## config.mk

```make
export PLATFORM = sky130hd
export DESIGN_NAME = adv_config_top
export DESIGN_NICKNAME = d
export VERILOG_FILES = /design/src/source/adv_pkg.sv /design/src/source/i2c_rate_gen.sv /design/src/source/i2c_byte_tx.sv /design/src/source/adv_config_seq.sv /design/src/source/adv_config_top.sv
export SDC_FILE = /design/constraint.sdc
export NUM_CORES = 1
export LEC_CHECK = 0
export BUFFER_PORTS_ARGS = -buffer_cell sky130_fd_sc_hd__buf_4
export CORE_UTILIZATION = 50
export CTS_BUF_LIST = sky130_fd_sc_hd__clkbuf_4 sky130_fd_sc_hd__clkbuf_8 sky130_fd_sc_hd__clkbuf_16
export CTS_CLUSTER_SIZE = 8
export DETAILED_ROUTE_END_ITERATION = 7
export HOLD_SLACK_MARGIN = 0.08
export PLACE_DENSITY = 0.66
export SYNTH_ARGS = -nofsm -noshare
export SYNTH_HDL_FRONTEND = slang
export SYNTH_SLANG_ARGS = --single-unit
```

## constraint.sdc

```tcl
create_clock -name clk -period 6.03 [get_ports clk]
set_input_delay 0.3015 -clock clk [delete_from_list [all_inputs] [get_ports clk]]
set_output_delay 0.3015 -clock clk [all_outputs]
set_load 0.01 [all_outputs]
```

## src/source/adv_pkg.sv

```systemverilog
// Video decoder setup package with bus timing, register values, transfer script and state types
`default_nettype none

package adv_pkg;

  //////////////////////////////////////////////////
  // Bus timing
  //////////////////////////////////////////////////

  // clk cycles per bus tick as two 27-cycle half periods
  localparam int TICK_DIVIDE = 54;
  localparam int DIV_W = $clog2(TICK_DIVIDE);

  // Bus reset stretch after the system reset falls
  localparam int RESET_HOLD = 100;
  localparam int HOLD_W = $clog2(RESET_HOLD + 1);
  localparam logic [HOLD_W-1:0] HOLD_LOAD = HOLD_W'(RESET_HOLD);

  //////////////////////////////////////////////////
  // Decoder chip registers
  //////////////////////////////////////////////////

  // Slave write and read addresses
  localparam logic [7:0] DEV_WRITE_ADDR = 8'h8A;
  localparam logic [7:0] DEV_READ_ADDR  = 8'h8B;

  // Registers 0 to F written as one auto-increment burst
  // 0 composite in with autodetect   1 auto startup   2 peaking 0dB
  // 3 10-bit CCIR656 out         4 BT656-3        5 chroma blanked in VBI
  // 6 reserved and zero          7 FIFO margin    8..B contrast sat bright hue
  // C..D default Y/Cr/Cb         E no decimation  F full operation
  localparam logic [7:0] REG_VALUES [16] = '{
    8'h00, 8'h80, 8'h04, 8'h00, 8'h0C, 8'h40, 8'h00, 8'h90,
    8'h80, 8'h8C, 8'h00, 8'h00, 8'h30, 8'h88, 8'h00, 8'h00
  };

  // Register 33 sets peak white per field and color kill
  localparam logic [7:0] REG33_SUBADDR = 8'h33;
  localparam logic [7:0] REG33_VALUE   = 8'hE3;

  // Input select bits of register 0 are all set for s-video
  localparam logic [7:0] SOURCE_MASK = 8'h07;

  //////////////////////////////////////////////////
  // Transfer script
  //////////////////////////////////////////////////

  // Each entry is {last of transaction, byte}
  localparam int SCRIPT_LEN = 25;
  localparam int SCRIPT_IDX_W = $clog2(SCRIPT_LEN);
  localparam int REG0_INDEX = 2;

  localparam logic [8:0] INIT_SCRIPT [SCRIPT_LEN] = '{
    {1'b0, DEV_WRITE_ADDR}, {1'b0, 8'h00},
    {1'b0, REG_VALUES[0]},  {1'b0, REG_VALUES[1]},  {1'b0, REG_VALUES[2]},
    {1'b0, REG_VALUES[3]},  {1'b0, REG_VALUES[4]},  {1'b0, REG_VALUES[5]},
    {1'b0, REG_VALUES[6]},  {1'b0, REG_VALUES[7]},  {1'b0, REG_VALUES[8]},
    {1'b0, REG_VALUES[9]},  {1'b0, REG_VALUES[10]}, {1'b0, REG_VALUES[11]},
    {1'b0, REG_VALUES[12]}, {1'b0, REG_VALUES[13]}, {1'b0, REG_VALUES[14]},
    {1'b1, REG_VALUES[15]},
    // Register 33 write
    {1'b0, DEV_WRITE_ADDR}, {1'b0, REG33_SUBADDR}, {1'b1, REG33_VALUE},
    // Leave the subaddress pointer on 33
    {1'b0, DEV_WRITE_ADDR}, {1'b1, REG33_SUBADDR},
    // Read address with a dummy byte
    {1'b0, DEV_READ_ADDR},  {1'b1, 8'hFF}
  };

  //////////////////////////////////////////////////
  // State types
  //////////////////////////////////////////////////

  typedef enum logic [2:0] {
    SEQ_HOLD_RESET, SEQ_RESET_WAIT, SEQ_RELEASE, SEQ_SEND,
    SEQ_DRAIN, SEQ_WATCH, SEQ_RW_SEND, SEQ_RW_DRAIN
  } seq_state_t;

  typedef enum logic [2:0] {
    TX_IDLE, TX_START, TX_BITS, TX_ACK, TX_STOP
  } tx_state_t;

endpackage

`default_nettype wire

```

## src/source/i2c_rate_gen.sv

```systemverilog
// Bus rate generator that makes the tick enable and the stretched bus reset
`timescale 1ns/1ps
`default_nettype none

module i2c_rate_gen (
  input  logic clk,
  input  logic reset,
  output logic tick,
  output logic bus_reset
);

  logic [adv_pkg::DIV_W-1:0]  div_count;
  logic [adv_pkg::HOLD_W-1:0] hold_count;

  // Free-running divider, wraps after TICK_DIVIDE cycles
  always_ff @(posedge clk)
  begin
    if (reset)
      div_count <= '0;
    else if (tick)
      div_count <= '0;
    else
      div_count <= div_count + 1'b1;
  end

  // One clk wide pulse on the last count
  assign tick = (int'(div_count) == adv_pkg::TICK_DIVIDE - 1);

  // Hold counter, reloaded while reset is high
  // and then counting down to zero
  always_ff @(posedge clk)
  begin
    if (reset)
      hold_count <= adv_pkg::HOLD_LOAD;
    else if (hold_count != '0)
      hold_count <= hold_count - 1'b1;
  end

  // Bus side stays in reset until the hold runs out
  assign bus_reset = (hold_count != '0);

endmodule

`default_nettype wire

```

## src/source/i2c_byte_tx.sv

```systemverilog
// Two-wire bus byte transmitter with start, eight data bits, acknowledge slot, chaining and stop
`timescale 1ns/1ps
`default_nettype none

module i2c_byte_tx (
  input  logic       clk,
  input  logic       reset,
  input  logic       tick,
  input  logic [7:0] data,
  input  logic       load,
  output logic       ack,
  output logic       idle,
  output logic       scl,
  output logic       sda
);

  adv_pkg::tx_state_t state;
  logic [1:0] phase;
  logic [2:0] bit_cnt;
  logic [7:0] shift_reg;
  logic       take;

  // New byte taken from idle or at the end of an acknowledge slot
  assign take = load && (state == adv_pkg::TX_IDLE ||
                         (state == adv_pkg::TX_ACK && phase == 2'd3));

  assign idle = (state == adv_pkg::TX_IDLE);

  // Byte shifter, MSB goes out first
  always_ff @(posedge clk)
  begin
    if (tick && take)
      shift_reg <= data;
    else if (tick && state == adv_pkg::TX_BITS && phase == 2'd3)
      shift_reg <= {shift_reg[6:0], 1'b0};
  end

  //////////////////////////////////////////////////
  // Bus FSM, sda is a level where 1 means released
  //////////////////////////////////////////////////

  always_ff @(posedge clk)
  begin
    if (reset)
    begin
      state   <= adv_pkg::TX_IDLE;
      phase   <= '0;
      bit_cnt <= '0;
      ack     <= 1'b0;
      scl     <= 1'b1;
      sda     <= 1'b1;
    end
    else if (tick)
    begin
      // ack is a single tick pulse
      ack <= take;
      phase <= phase + 1'b1;
      case (state)
        adv_pkg::TX_IDLE:
        begin
          // Releasing sda here also finishes a stop
          scl   <= 1'b1;
          sda   <= 1'b1;
          phase <= '0;
          if (take)
            state <= adv_pkg::TX_START;
        end
        adv_pkg::TX_START:
        begin
          // sda falls while scl is high, then scl drops
          if (phase == 2'd0)
            sda <= 1'b0;
          else
          begin
            scl     <= 1'b0;
            phase   <= '0;
            bit_cnt <= '0;
            state   <= adv_pkg::TX_BITS;
          end
        end
        adv_pkg::TX_BITS:
        begin
          // Set data, raise scl, hold, lower scl
          if (phase == 2'd0)
            sda <= shift_reg[7];
          else if (phase == 2'd1)
            scl <= 1'b1;
          else if (phase == 2'd3)
          begin
            scl     <= 1'b0;
            bit_cnt <= bit_cnt + 1'b1;
            if (bit_cnt == 3'd7)
              state <= adv_pkg::TX_ACK;
          end
        end
        adv_pkg::TX_ACK:
        begin
          // Slave's bit is not sampled
          if (phase == 2'd0)
            sda <= 1'b1;
          else if (phase == 2'd1)
            scl <= 1'b1;
          else if (phase == 2'd3)
          begin
            scl <= 1'b0;
            // Chain straight into the next byte when load is still up
            state <= take ? adv_pkg::TX_BITS : adv_pkg::TX_STOP;
          end
        end
        adv_pkg::TX_STOP:
        begin
          // Pull sda low under scl low, then raise scl
          if (phase == 2'd0)
            sda <= 1'b0;
          else
          begin
            scl   <= 1'b1;
            phase <= '0;
            state <= adv_pkg::TX_IDLE;
          end
        end
        default:
          state <= adv_pkg::TX_IDLE;
      endcase
    end
  end

endmodule

`default_nettype wire

```

## src/source/adv_config_seq.sv

```systemverilog
// Decoder setup sequencer that resets the chip, runs the register script and tracks the input select
`timescale 1ns/1ps
`default_nettype none

module adv_config_seq (
  input  logic       clk,
  input  logic       reset,
  input  logic       tick,
  input  logic       source,
  input  logic       tx_ack,
  input  logic       tx_idle,
  output logic [7:0] tx_data,
  output logic       tx_load,
  output logic       tv_in_reset_b
);

  adv_pkg::seq_state_t state;
  logic [adv_pkg::SCRIPT_IDX_W-1:0] byte_idx;
  logic       old_source;
  logic [8:0] script_entry;
  logic [7:0] send_byte;
  logic       entry_last;
  logic       at_reg0;
  logic       next_reg0;

  //////////////////////////////////////////////////
  // Script lookup
  //////////////////////////////////////////////////

  always_comb
  begin
    script_entry = adv_pkg::INIT_SCRIPT[byte_idx];
    entry_last   = script_entry[8];
    at_reg0      = (int'(byte_idx) == adv_pkg::REG0_INDEX);
    next_reg0    = (int'(byte_idx) + 1 == adv_pkg::REG0_INDEX);
    send_byte    = script_entry[7:0];
    // s-video sets the input select bits of register 0
    if (at_reg0 && old_source)
      send_byte = send_byte | adv_pkg::SOURCE_MASK;
  end

  // Byte held steady until the transmitter acks it
  always_ff @(posedge clk)
  begin
    if (tick && (state == adv_pkg::SEQ_SEND || state == adv_pkg::SEQ_RW_SEND))
      tx_data <= send_byte;
  end

  //////////////////////////////////////////////////
  // Sequencer FSM
  //////////////////////////////////////////////////

  always_ff @(posedge clk)
  begin
    if (reset)
    begin
      state         <= adv_pkg::SEQ_HOLD_RESET;
      byte_idx      <= '0;
      old_source    <= 1'b0;
      tx_load       <= 1'b0;
      tv_in_reset_b <= 1'b0;
    end
    else if (tick)
    begin
      case (state)
        adv_pkg::SEQ_HOLD_RESET:
        begin
          // Chip held in reset for two ticks
          tx_load       <= 1'b0;
          tv_in_reset_b <= 1'b0;
          state         <= adv_pkg::SEQ_RESET_WAIT;
        end
        adv_pkg::SEQ_RESET_WAIT:
          state <= adv_pkg::SEQ_RELEASE;
        adv_pkg::SEQ_RELEASE:
        begin
          tv_in_reset_b <= 1'b1;
          state         <= adv_pkg::SEQ_SEND;
        end
        adv_pkg::SEQ_SEND:
        begin
          tx_load <= 1'b1;
          if (tx_ack)
          begin
            if (entry_last)
            begin
              // Stop follows this byte
              tx_load <= 1'b0;
              state   <= adv_pkg::SEQ_DRAIN;
            end
            else
            begin
              byte_idx <= byte_idx + 1'b1;
              // Freeze the select value written into register 0
              if (next_reg0)
                old_source <= source;
            end
          end
        end
        adv_pkg::SEQ_DRAIN:
        begin
          // Wait for the stop, then next transaction or done
          if (tx_idle)
          begin
            if (int'(byte_idx) == adv_pkg::SCRIPT_LEN - 1)
              state <= adv_pkg::SEQ_WATCH;
            else
            begin
              byte_idx <= byte_idx + 1'b1;
              state    <= adv_pkg::SEQ_SEND;
            end
          end
        end
        adv_pkg::SEQ_WATCH:
        begin
          // Rewrite register 0 on a select change
          if (source != old_source)
          begin
            old_source <= source;
            byte_idx   <= '0;
            state      <= adv_pkg::SEQ_RW_SEND;
          end
        end
        adv_pkg::SEQ_RW_SEND:
        begin
          // Replays the first three script bytes
          tx_load <= 1'b1;
          if (tx_ack)
          begin
            if (at_reg0)
            begin
              tx_load <= 1'b0;
              state   <= adv_pkg::SEQ_RW_DRAIN;
            end
            else
              byte_idx <= byte_idx + 1'b1;
          end
        end
        adv_pkg::SEQ_RW_DRAIN:
        begin
          if (tx_idle)
            state <= adv_pkg::SEQ_WATCH;
        end
        default:
          state <= adv_pkg::SEQ_HOLD_RESET;
      endcase
    end
  end

endmodule

`default_nettype wire

```

## src/source/adv_config_top.sv

```systemverilog
// Decoder setup top level joining the rate generator, the sequencer and the byte transmitter
`timescale 1ns/1ps
`default_nettype none

module adv_config_top (
  input  logic clk,
  input  logic reset,
  input  logic source,
  output logic tv_in_reset_b,
  output logic scl,
  output logic sda
);

  // Rate generator outputs
  logic       tick;
  logic       bus_reset;

  // Sequencer to transmitter handshake
  logic [7:0] tx_data;
  logic       tx_load;
  logic       tx_ack;
  logic       tx_idle;

  i2c_rate_gen u_rate_gen (
    .clk       (clk),
    .reset     (reset),
    .tick      (tick),
    .bus_reset (bus_reset)
  );

  adv_config_seq u_seq (
    .clk           (clk),
    .reset         (bus_reset),
    .tick          (tick),
    .source        (source),
    .tx_ack        (tx_ack),
    .tx_idle       (tx_idle),
    .tx_data       (tx_data),
    .tx_load       (tx_load),
    .tv_in_reset_b (tv_in_reset_b)
  );

  i2c_byte_tx u_byte_tx (
    .clk   (clk),
    .reset (bus_reset),
    .tick  (tick),
    .data  (tx_data),
    .load  (tx_load),
    .ack   (tx_ack),
    .idle  (tx_idle),
    .scl   (scl),
    .sda   (sda)
  );

endmodule

`default_nettype wire

```

==> qor.json, run 1 <==
{
  "critical_path": {
    "worst-setup-path-type": "reg2reg",
    "end_kind": "flip-flop",
    "reg2reg_setup_slack_ps": 3680,
    "critical_path.max_fanout": 22,
    "end_of_the_worst_register_to_register_path": "u_seq.byte_idx[3]$_SDFFE_PP0P_",
    "crit_required_ps": 6270,
    "launching_element_type_of_the_critical_path": "flip-flop",
    "timing.critical_path.from": "u_rate_gen.hold_count[2]$_SDFFE_PP1P_",
    "critical_path.reg2reg.startpoint": "u_rate_gen.hold_count[2]$_SDFFE_PP1P_",
    "worstRegToRegCells": 4,
    "crit_path_end": "u_seq.byte_idx[3]$_SDFFE_PP0P_",
    "cp.arrival_ps": 2590
  },
  "drt": {
    "initialDrtViolationCount": 94,
    "drt_drc_violations_left": 0,
    "length_of_the_first_detailed_routing_pass_in_iterations": 4,
    "detailroute.via_count": 2321,
    "final_antenna_net_count": 0,
    "avgViaCountPerCell": 5.88,
    "avgRoutedWirePerCell_um": 14.3,
    "routed_wirelength_um": 5630
  },
  "clock_tree": {
    "holdBufCountCts": 0,
    "cts-root-buf": "clkbuf_8",
    "ctsResizeCount": 0,
    "clock_sink_count": 51,
    "cts.repair_timing.setup_buffer_count": 0,
    "cts_tree": "built",
    "clk_pin_slew_worst_paths_ps": 90,
    "cts_inserted_buffers": 5,
    "htree_levels": 2,
    "later_pin_clock_latency_in_the_skew_report_ps": 300,
    "clk_path_buf_depth": 2
  },
  "power_and_ir_drop": {
    "p_seq_share_pct": 58.6,
    "power.switching_mw": 0.131,
    "max-vdd-ir-drop_mv": 0.104,
    "static-leakage-power_nw": 1.06,
    "power.share.clock_pct": 37.5,
    "power.switching_fraction_pct": 21.0,
    "combinationalPowerShare_pct": 3.9,
    "power.density_cell_area_nw_per_um2": 198,
    "power_mw": 0.624,
    "p_int_mw": 0.493
  },
  "job": {
    "cap_violations": 0
  },
  "placement": {
    "place.port_buffers": 5,
    "post_dp_hpwl_um": 3950,
    "routabilityCongestion": 0.871
  },
  "yosys": {
    "main_combinational_cell_family_by_area_after_synthesis": "simple AND/OR/NAND/NOR gates",
    "post_synth_fa_ha_maj_area_fraction_pct": 7.39,
    "post_synth_inst_count": 332,
    "synth_seq_cells": 51,
    "synth_cell_type_count": 62,
    "synth_area_in_compound_gates_pct": 19.6,
    "yosys.area_share.simple_pct": 19.8,
    "ys_seq_area_share_pct": 39.2,
    "yosys.area_share.xor_xnor_pct": 3.78,
    "syn-num-nets": 352,
    "syn_area_per_cell_sq_um": 9.08,
    "asyncSetResetFlopFracSynth_pct": 0,
    "synth.cell_area_sq_um": 3020,
    "yosys-mux-area-fraction_pct": 4.94,
    "synth_enable_flop_cells": 16,
    "synth-warning-count": 0,
    "dominantRegCellSynth": "dfxtp_1"
  },
  "timing": {
    "rsz0062_at_grt": "no",
    "setup-tns-final_ps": 0,
    "period_needed_ps": 2350,
    "timing.final.max_slew_violations": 0,
    "timing.final.hold_violations": 0,
    "final_setup_violation_count": 0,
    "finClkSkew_ps": 2.21,
    "period_share_pct": 39.0,
    "slew_headroom_pct": 33.5,
    "clock.fmax_mhz": 426,
    "transition_time_of_the_tightest_slew_check_pin_ps": 990
  },
  "die": {
    "die_area_sq_um": 6350,
    "coreArea_sq_um": 5680,
    "die-width_um": 79.7,
    "initial_standard_cell_utilization_of_the_core_pct": 53.1,
    "dieHeight_um": 79.7,
    "top_level_ports": 6,
    "placementRows": 27
  },
  "global_route": {
    "grt_first_pass_wirelength_um": 9850,
    "all_layer_gr_usage_pct": 19.6,
    "number_of_antenna_violations_at_the_first_check_in_global_routing": 0,
    "pin_count_of_the_biggest_net_entering_global_routing": 23,
    "globalRoute.totalOverflow": 0,
    "first_global_vias": 2057
  },
  "status": {
    "status": "finished, final reports clean"
  },
  "final_layout": {
    "post_route_cells_drive_above_1_share_pct": 8.98,
    "synthesis_to_finish_area_growth_pct": 4.27,
    "finalNetCount": 342,
    "multi_input_area_sq_um": 1680,
    "layout_commonest_cell": "dfxtp_1",
    "final.fill_count": 525,
    "sequential_cell_area_sq_um": 1180,
    "postLayoutCoreUtil_pct": 55.4,
    "antenna-diode-count": 0,
    "layout_common_cells": "dfxtp_1 (35), nand2_1 (30), nor2_1 (25)"
  },
  "hold_path": {
    "worst_min_delay_path_category": "in2reg"
  }
}
## synth_stat cells, types with 2 or more instances
master     number  area (sq um)
nand3b_1        2          15.0
o22ai_1         2          12.5
and2_1          3          18.8
nand3_1         9          45.0
inv_1          13          48.8
a22oi_1         2          15.0
or4_1           4          30.0
o31a_1          2          17.5
ha_1           17           213
a21oi_1        17          85.1
or3_1           2          12.5
xor2_1          7          61.3
a311oi_1        2          17.5
nand2_1        30           113
nor3_1         13          65.1
clkbuf_1       14          52.6
a221oi_1        3          26.3
nor2_1         25          93.8
a211oi_1        7          52.6
a2111oi_0       3          26.3
xnor2_1         6          52.6
nand2b_1        7          43.8
edfxtp_1       16           480
and3_1          5          31.3
o21ai_0        18          90.1
nor2b_1         2          12.5
mux2_2          7          78.8
o21a_1          2          15.0
a211o_1         2          17.5
buf_2           4          20.0
nor3b_1         2          15.0
o211ai_1        3          22.5
a31oi_1         7          43.8
nor4_1          3          18.8
buf_6           2          22.5
dfxtp_1        35           701
a21o_1          3          22.5
mux2i_1         7          70.1
## power by group through the flow
| stage | sequential [mW] | combinational, mW | clock (mW) |
|---|---|---|---|
| 6_report | 0.366 | 0.0240 | 0.234 |
| 5_1_grt | 0.367 | 0.0279 | 0.254 |
| 4_1_cts | 0.366 | 0.0241 | 0.241 |
| 3_5_place_dp | 0.374 | 0.0238 | 0 |
| 3_3_place_gp | 0.373 | 0.0233 | 0 |
| 2_1_floorplan | 0.372 | 0.0193 | 0 |
## layer usage
| metal | vias to the layer above | GRT usage [%] | part of all wire (%) |
|---|---|---|---|
| met5 | - | 0 | 0 |
| li1 | 1193 | - | - |
| met1 | 1082 | 28.6 | 51 |
| met4 | 0 | 4.91 | 1.0 |
| met2 | 40 | 29.2 | 44 |
| met3 | 6 | 3.77 | 3.6 |
## per-stage QoR
step                cells  hold WS (ps)  cell area, sq um  setup slack (ps)
floorplan             332           379              3020              3970
global placement      387           455              3040              3710
detailed placement    387           463              3040              3680
CTS                   395           252              3140              3650
global route          395           272              3140              3420
finish                395           262              3140              3680
## critical path, stage by stage (launching register included)
cell	delay, ps
dfxtp_1	350
nor4_1	450
nand3b_1	740
or3_1	620
mux2i_1	130
## cell type report
cell class,instances,area share [%]
multi-input cells,245,53.3
flip-flops and latches,51,37.6
well taps,72,2.87
clock buffers,5,2.19
inverters,14,1.67
clock inverters,3,1.23
repair buffers,5,1.19
## how the worst min path moves through the flow
stage                                                start                                 end  slack [ps]  cells after the start
after global placement    u_seq.tv_in_reset_b$_SDFFE_PP0P_    u_seq.tv_in_reset_b$_SDFFE_PP0P_         450                      2
after CTS                                           source       u_seq.old_source$_SDFFE_PP0P_         250                      3
after floorplan                                      reset  u_rate_gen.div_count[5]$_SDFF_PP0_         380                      1
final                                               source       u_seq.old_source$_SDFFE_PP0P_         260                      3
after global routing                                source       u_seq.old_source$_SDFFE_PP0P_         270                      3
after detailed placement  u_seq.tv_in_reset_b$_SDFFE_PP0P_    u_seq.tv_in_reset_b$_SDFFE_PP0P_         460                      2
## logic make-up after synthesis
family                   count (synthesis)
adder cells (fa/ha/maj)                 18
flip-flops                              51
XOR/XNOR                                13
multiplexers                            14
buffers and inverters                   36
AO/OA/AOI/OAI                           85
AND/OR/NAND/NOR                        115
No activity file was read; power rests on OpenSTA's default activity.
==> run 2, diff against run 1 <==
PLACE_DENSITY = 0.68   (was 0.66)
clock period = 1.9 ns   (was 6.03 ns; I/O delays follow)
==> run 2 against run 1 <==
  * Maximum frequency up 25%
  * Largest power group unchanged
  * Worst setup slack got worse by 3700 ps
  * Final area up 16%
  * Via count is 7.5% higher
  * Highest routed layer unchanged
==> qor.json, run 2 (synthesized netlist as in run 1, its figures left out) <==
{
  "status": {
    "status": "finished, final reports clean"
  },
  "placement": {
    "post-place-cells": {"value": 428, "change": "+11%"},
    "place_area": {"value": 3380, "unit": "sq um", "change": "+11%"},
    "post_dp_hpwl": {"value": 4560, "unit": "um", "change": "+15%"},
    "dpl_worst_slack": {"value": -76.9, "unit": "ps", "change": "-3760 ps"},
    "routabilityCongestion": {"value": 0.881, "change": "+1.1%"},
    "place.port_buffers": {"value": 5, "change": "unchanged"}
  },
  "clock_tree": {
    "cts_tree": "built",
    "htree_levels": {"value": 2, "change": "unchanged"},
    "cts_inserted_buffers": {"value": 5, "change": "unchanged"},
    "clk_path_buf_depth": {"value": 2, "change": "unchanged"},
    "clock_sink_count": {"value": 51, "change": "unchanged"},
    "cts-root-buf": "clkbuf_8",
    "later_pin_clock_latency_in_the_skew_report": {"value": 310, "unit": "ps", "change": "about the same"},
    "clk_pin_slew_worst_paths": {"value": 100, "unit": "ps", "change": "about the same"}
  },
  "job": {
    "cap_violations": {"value": 0, "change": "unchanged"}
  },
  "timing": {
    "clock.fmax": {"value": 534, "unit": "MHz", "change": "+25%"},
    "timing.final.hold_violations": {"value": 0, "change": "unchanged"},
    "final.hold.worst_slack": {"value": 468, "unit": "ps", "change": "+205 ps"},
    "transition_time_of_the_tightest_slew_check_pin": {"value": 400, "unit": "ps", "change": "-590 ps"},
    "slew_headroom": {"value": 73.2, "unit": "%", "change": "+40 points"},
    "fin_worst_setup_slack": {"value": 25.6, "unit": "ps", "change": "-3660 ps"},
    "finClkSkew": {"value": 10.5, "unit": "ps", "change": "+8.30 ps"},
    "timing.final.max_slew_violations": {"value": 0, "change": "unchanged"},
    "period_share": {"value": 98.7, "unit": "%", "change": "+60 points"},
    "final_setup_violation_count": {"value": 0, "change": "unchanged"},
    "rsz0062_at_grt": "yes",
    "period_needed": {"value": 1870, "unit": "ps", "change": "-475 ps"}
  },
  "global_route": {
    "pin_count_of_the_biggest_net_entering_global_routing": {"value": 20, "change": "-13%"},
    "globalRoute.totalOverflow": {"value": 0, "change": "unchanged"},
    "grt_first_pass_wirelength": {"value": 10800, "unit": "um", "change": "+9.5%"},
    "first_global_vias": {"value": 2301, "change": "+12%"},
    "number_of_antenna_violations_at_the_first_check_in_global_routing": {"value": 0, "change": "unchanged"},
    "all_layer_gr_usage": {"value": 21.8, "unit": "%", "change": "+2.2 points"}
  },
  "die": {
    "coreArea": {"value": 5680, "unit": "sq um", "change": "unchanged"},
    "die_area": {"value": 6350, "unit": "sq um", "change": "unchanged"},
    "die-width": {"value": 79.7, "unit": "um", "change": "unchanged"},
    "dieHeight": {"value": 79.7, "unit": "um", "change": "unchanged"},
    "top_level_ports": {"value": 6, "change": "unchanged"},
    "placementRows": {"value": 27, "change": "unchanged"},
    "initial_standard_cell_utilization_of_the_core": {"value": 53.1, "unit": "%", "change": "unchanged"}
  },
  "hold_path": {
    "worstHoldPathCells": {"value": 2, "change": "-1"},
    "min_delay_worst_endpoint": "u_byte_tx.phase[1]$_SDFFE_PP0P_",
    "worst_min_delay_path_category": "reg2reg",
    "hold_path_startpoint": "u_byte_tx.phase[1]$_SDFFE_PP0P_"
  },
  "drt": {
    "initialDrtViolationCount": {"value": 137, "change": "+46%"},
    "final_antenna_net_count": {"value": 0, "change": "unchanged"},
    "routed_wirelength": {"value": 6310, "unit": "um", "change": "+12%"},
    "detailroute.via_count": {"value": 2494, "change": "+7.5%"},
    "drt_drc_violations_left": {"value": 0, "change": "unchanged"},
    "avgViaCountPerCell": {"value": 5.62, "change": "-4.4%"},
    "avgRoutedWirePerCell": {"value": 14.2, "unit": "um", "change": "-0.33%"},
    "length_of_the_first_detailed_routing_pass_in_iterations": {"value": 4, "change": "unchanged"}
  },
  "final_layout": {
    "layout_common_cells": "buf_4 (51), nand2_1 (30), dfxtp_1 (29)",
    "synthesis_to_finish_area_growth_pct": 21.0,
    "antenna-diode-count": {"value": 0, "change": "unchanged"},
    "postLayoutCoreUtil": {"value": 64.3, "unit": "%", "change": "+8.9 points"},
    "final-instance-count-excl-fill": {"value": 444, "change": "+12%"},
    "layout_commonest_cell": "buf_4",
    "finalNetCount": {"value": 391, "change": "+14%"},
    "post-route-cell-area": {"value": 3650, "unit": "sq um", "change": "+16%"},
    "post_route_cells_drive_above_1_share": {"value": 27.7, "unit": "%", "change": "+19 points"},
    "final.fill_count": {"value": 478, "change": "-9.0%"}
  },
  "critical_path": {
    "reg2reg_setup_slack": {"value": 30, "unit": "ps", "change": "-3660 ps"},
    "cp.arrival": {"value": 2120, "unit": "ps", "change": "-470 ps"},
    "critical_path.reg2reg.startpoint": "u_byte_tx.phase[0]$_SDFFE_PP0P_",
    "end_of_the_worst_register_to_register_path": "u_byte_tx.state[2]$_SDFFE_PP0P_",
    "critical_path.max_fanout": {"value": 7, "change": "-68%"},
    "worstRegToRegCells": {"value": 7, "change": "+3"},
    "crit_required": {"value": 2150, "unit": "ps", "change": "-4120 ps"},
    "launching_element_type_of_the_critical_path": "flip-flop",
    "end_kind": "flip-flop",
    "worst-setup-path-type": "reg2reg"
  },
  "power_and_ir_drop": {
    "power.density_cell_area": {"value": 524, "unit": "nW/um^2", "change": "+160%"},
    "static-leakage-power": {"value": 1.31, "unit": "nW", "change": "+23%"},
    "max-vdd-ir-drop": {"value": 0.392, "unit": "mV", "change": "+280%"}
  }
}
-- run 2: changes by cell type in the layout (fill, tap and decap cells not counted), moves of 2 or more --
| cell | before | now |
|---|---|---|
| a2111oi_0 | 3 | 1 |
| nor2_1 | 25 | 23 |
| nor2_2 | 0 | 2 |
| ha_4 | 0 | 2 |
| buf_4 | 5 | 51 |
| ha_2 | 0 | 5 |
| dfxtp_2 | 0 | 5 |
| dlygate4sd3_1 | 0 | 2 |
| ha_1 | 17 | 10 |
| dfxtp_1 | 35 | 29 |
-- run 2: worst max-delay path, stage by stage (launching register included) --
cell     delay (ps)
dfxtp_4         390
inv_2            50
ha_4            180
or3b_4          410
o21ai_4         150
o31ai_2         100
or4_1           410
a21oi_1         130
-- run 2: cell type report --
cell class                 instances  area (sq um)  share of cell area, %
timing repair buffer              54           423                   11.6
clock inverter                     2          16.3                  0.446
multi-input combinational        245          1790                   49.1
sequential                        51          1190                   32.7
clock buffer                       6          82.6                   2.26
tap                               72          90.1                   2.47
inverter                          14          52.6                   1.44
-- run 2: per-layer routing --
layer	share of wire (%)	vias to the layer above	GRT usage, %
li1	-	1299	-
met1	49	1152	29.3
met2	47	36	35.0
met3	3.2	7	4.11
met4	1.1	0	6.91
met5	0	-	0
-- run 2: how the worst max path moves through the flow --
| stage | startpoint | end | slack [ps] |
|---|---|---|---|
| 3_5_place_dp | u_seq.byte_idx[0]$_SDFFE_PP0P_ | u_seq.byte_idx[2]$_SDFFE_PP0P_ | -80 |
| 6_report | u_byte_tx.phase[0]$_SDFFE_PP0P_ | u_byte_tx.state[2]$_SDFFE_PP0P_ | 30 |
| 2_1_floorplan | u_seq.byte_idx[2]$_SDFFE_PP0P_ | u_seq.old_source$_SDFFE_PP0P_ | -6 |
| 4_1_cts | u_byte_tx.state[1]$_SDFFE_PP0P_ | u_seq.byte_idx[0]$_SDFFE_PP0P_ | 2 |
| 5_1_grt | u_byte_tx.phase[0]$_SDFFE_PP0P_ | u_byte_tx.state[0]$_SDFFE_PP0P_ | -60 |
| 3_3_place_gp | u_seq.byte_idx[1]$_SDFFE_PP0P_ | u_seq.old_source$_SDFFE_PP0P_ | -30 |
-- run 2: per-stage QoR --
stage          TNS, ps  total power [mW]
3_3_place_gp     -30.1              1.26
6_report             0              1.91
3_5_place_dp      -172              1.27
5_1_grt           -283              2.00
2_1_floorplan    -6.31              1.24
4_1_cts              0              1.94
-- run 2: where the power goes --
group	switching [mW]	total, mW	internal (mW)
registers	0.0214	1.16	1.14
logic	0.0376	0.0844	0.0468
clock network	0.372	0.670	0.298
total	0.431	1.91	1.48
-- run 2: what timing repair did --
item,4_1_cts,5_1_grt
hold buffers,2,0
setup endpoints to repair,9,22
resized for setup,11,15
endpoints found under the hold margin,14,0
setup buffers,4,2
pin swaps,2,4
==> run 3, diff against run 2 <==
--- a/config.mk
+++ b/config.mk
@@ -13,3 +13,4 @@
 export HOLD_SLACK_MARGIN = 0.08
-export PLACE_DENSITY = 0.68
+export PLACE_DENSITY = 0.66
+export SLEW_MARGIN = 20
 export SYNTH_ARGS = -nofsm -noshare
==> constraint.sdc (replaced) <==
create_clock -name clk -period 2.05 [get_ports clk]
set_input_delay 0.1025 -clock clk [delete_from_list [all_inputs] [get_ports clk]]
set_output_delay 0.1025 -clock clk [all_outputs]
set_load 0.005 [all_outputs]
==> run 3 against run 2 <==
  * Sequential cell count unchanged
  * Final area down 5.1%
  * Total power down 9.1%
  * Largest cell class unchanged
  * Wire length down 2.1%
  * Worst setup slack worse by 2.3 ps
==> qor.json, run 3 (synthesized netlist as in run 1, its figures left out) <==
{
  "final_layout": {
    "sequential_cell_area": {"value": 1190, "unit": "sq um", "change": "-0.31%"},
    "finalNetCount": {"value": 379, "change": "-3.1%"},
    "synthesis_to_finish_area_growth_pct": 14.8,
    "layout_commonest_cell": "buf_4",
    "final.fill_count": {"value": 498, "change": "+4.2%"},
    "multi_input_area": {"value": 1710, "unit": "sq um", "change": "-4.5%"},
    "final-instance-count-excl-fill": {"value": 432, "change": "-2.7%"},
    "layout_common_cells": "buf_4 (39), dfxtp_1 (32), nand2_1 (29)",
    "postLayoutCoreUtil": {"value": 61.0, "unit": "%", "change": "-3.3 points"},
    "post_route_cells_drive_above_1_share": {"value": 20.8, "unit": "%", "change": "-6.9 points"},
    "antenna-diode-count": {"value": 0, "change": "unchanged"}
  },
  "timing": {
    "timing.final.hold_violations": {"value": 0, "change": "unchanged"},
    "rsz0062_at_grt": "yes",
    "clock.fmax": {"value": 493, "unit": "MHz", "change": "-7.5%"},
    "setup-tns-final": {"value": 0, "unit": "ps", "change": "unchanged"},
    "period_share": {"value": 98.9, "unit": "%", "change": "+0.21 points"},
    "period_needed": {"value": 2030, "unit": "ps", "change": "+152 ps"},
    "finClkSkew": {"value": 14.4, "unit": "ps", "change": "+3.91 ps"},
    "transition_time_of_the_tightest_slew_check_pin": {"value": 478, "unit": "ps", "change": "+77.1 ps"},
    "final_setup_violation_count": {"value": 0, "change": "unchanged"},
    "timing.final.max_slew_violations": {"value": 0, "change": "unchanged"},
    "slew_headroom": {"value": 67.9, "unit": "%", "change": "-5.3 points"}
  },
  "global_route": {
    "globalRoute.totalOverflow": {"value": 0, "change": "unchanged"},
    "pin_count_of_the_biggest_net_entering_global_routing": {"value": 20, "change": "unchanged"},
    "all_layer_gr_usage": {"value": 21.7, "unit": "%", "change": "-0.026 points"},
    "number_of_antenna_violations_at_the_first_check_in_global_routing": {"value": 0, "change": "unchanged"},
    "first_global_vias": {"value": 2365, "change": "+2.8%"},
    "grt_first_pass_wirelength": {"value": 10700, "unit": "um", "change": "-0.57%"}
  },
  "job": {
    "cap_violations": {"value": 0, "change": "unchanged"}
  },
  "power_and_ir_drop": {
    "power.share.clock": {"value": 33.6, "unit": "%", "change": "-1.4 points"},
    "power.switching": {"value": 0.402, "unit": "mW", "change": "-6.7%"},
    "power.density_cell_area": {"value": 502, "unit": "nW/um^2", "change": "-4.2%"},
    "combinationalPowerShare": {"value": 4.7, "unit": "%", "change": "+0.3 points"},
    "max-vdd-ir-drop": {"value": 0.439, "unit": "mV", "change": "+12%"},
    "p_int": {"value": 1.34, "unit": "mW", "change": "-9.8%"},
    "power": {"value": 1.74, "unit": "mW", "change": "-9.1%"},
    "power.switching_fraction": {"value": 23.1, "unit": "%", "change": "+0.59 points"},
    "static-leakage-power": {"value": 1.24, "unit": "nW", "change": "-5.4%"},
    "p_seq_share": {"value": 61.7, "unit": "%", "change": "+1.1 points"}
  },
  "die": {
    "die-width": {"value": 79.7, "unit": "um", "change": "unchanged"},
    "dieHeight": {"value": 79.7, "unit": "um", "change": "unchanged"},
    "die_area": {"value": 6350, "unit": "sq um", "change": "unchanged"},
    "placementRows": {"value": 27, "change": "unchanged"},
    "initial_standard_cell_utilization_of_the_core": {"value": 53.1, "unit": "%", "change": "unchanged"},
    "top_level_ports": {"value": 6, "change": "unchanged"},
    "coreArea": {"value": 5680, "unit": "sq um", "change": "unchanged"}
  },
  "placement": {
    "post_dp_hpwl": {"value": 4510, "unit": "um", "change": "-1.1%"},
    "post-place-cells": {"value": 421, "change": "-1.6%"},
    "routabilityCongestion": {"value": 0.851, "change": "-3.4%"},
    "place.port_buffers": {"value": 5, "change": "unchanged"}
  },
  "clock_tree": {
    "clk_path_buf_depth": {"value": 2, "change": "unchanged"},
    "clk_pin_slew_worst_paths": {"value": 100, "unit": "ps", "change": "about the same"},
    "cts_inserted_buffers": {"value": 5, "change": "unchanged"},
    "cts_tree": "built",
    "cts-root-buf": "clkbuf_8",
    "clock_sink_count": {"value": 51, "change": "unchanged"},
    "htree_levels": {"value": 2, "change": "unchanged"},
    "later_pin_clock_latency_in_the_skew_report": {"value": 310, "unit": "ps", "change": "about the same"}
  },
  "critical_path": {
    "crit_required": {"value": 2300, "unit": "ps", "change": "+150 ps"},
    "launching_element_type_of_the_critical_path": "flip-flop",
    "end_kind": "flip-flop",
    "critical_path.max_fanout": {"value": 4, "change": "-3"},
    "cp.arrival": {"value": 2280, "unit": "ps", "change": "+160 ps"},
    "worst-setup-path-type": "reg2reg"
  },
  "drt": {
    "detailroute.via_count": {"value": 2469, "change": "-1.0%"},
    "final_antenna_net_count": {"value": 0, "change": "unchanged"},
    "avgViaCountPerCell": {"value": 5.72, "change": "+1.7%"},
    "drt_drc_violations_left": {"value": 0, "change": "unchanged"},
    "length_of_the_first_detailed_routing_pass_in_iterations": {"value": 4, "change": "unchanged"},
    "initialDrtViolationCount": {"value": 97, "change": "-29%"},
    "routed_wirelength": {"value": 6180, "unit": "um", "change": "-2.1%"},
    "avgRoutedWirePerCell": {"value": 14.3, "unit": "um", "change": "+0.63%"}
  },
  "hold_path": {
    "worst_min_delay_path_category": "reg2reg"
  },
  "status": {
    "status": "finished, final reports clean"
  }
}
## run 3: cell count changes in the layout (fill, tap and decap cells not counted), sizes merged
cell,change
buf,-12
clkinv,-1
inv,+1
clkinvlp,+1
clkbuf,-1
## run 3: power groups by stage
stage	clock network (mW)	registers [mW]	logic [mW]
after floorplan	0	1.09	0.0567
after CTS	0.603	1.07	0.0825
final	0.585	1.07	0.0821
after global placement	0	1.10	0.0754
after detailed placement	0	1.10	0.0789
after global routing	0.634	1.08	0.0950
## run 3: critical path: stages (launching register included)
cell	delay, ps
dfxtp_1	360
inv_1	70
ha_1	220
or3b_4	410
o21ai_4	180
o31ai_2	100
or4_1	480
a21oi_1	140
## run 3: layout make-up
cell class,count,share of cell area [%]
flip-flops and latches,51,34.3
clock inverters,3,0.542
multi-input cells,245,49.4
clock buffers,5,1.99
repair buffers,42,9.61
well taps,72,2.60
inverters,14,1.52
## run 3: worst paths after layout
path / from / endpoint / slack (ps) / cells after the start
max: u_byte_tx.phase[1]$_SDFFE_PP0P_ / u_byte_tx.state[2]$_SDFFE_PP0P_ / 20 / 7
min: u_seq.tv_in_reset_b$_SDFFE_PP0P_ / u_seq.tv_in_reset_b$_SDFFE_PP0P_ / 480 / 2
max reg2reg: u_byte_tx.phase[1]$_SDFFE_PP0P_ / u_byte_tx.state[2]$_SDFFE_PP0P_ / 20 / 7
min reg2reg: u_seq.tv_in_reset_b$_SDFFE_PP0P_ / u_seq.tv_in_reset_b$_SDFFE_PP0P_ / 480 / 2
## run 3: metal layers
layer  share of wire [%]  track usage, %  up-vias
met5                   0               0        -
met4                 1.5            8.00        0
met3                 3.0            4.11        7
met2                  47            35.6       30
met1                  48            28.2     1156
li1                    -               -     1276
## run 3: stage by stage
| stage | hold slack (ps) | cell area (sq um) | setup slack (ps) |
|---|---|---|---|
| floorplan | 180 | 3020 | 6.30 |
| global placement | 378 | 3300 | 33.5 |
| detailed placement | 392 | 3300 | -25.5 |
| CTS | 480 | 3410 | 3.21 |
| global route | 515 | 3460 | -73.8 |
| finish | 477 | 3460 | 23.3 |
## run 3: what timing repair did
item,4_1_cts,5_1_grt
setup buffers,0,1
setup endpoints to repair,2,17
hold buffers,2,0
hold endpoints to repair,10,0
pin swaps,0,4
cloned,0,0
gates resized for setup,1,14
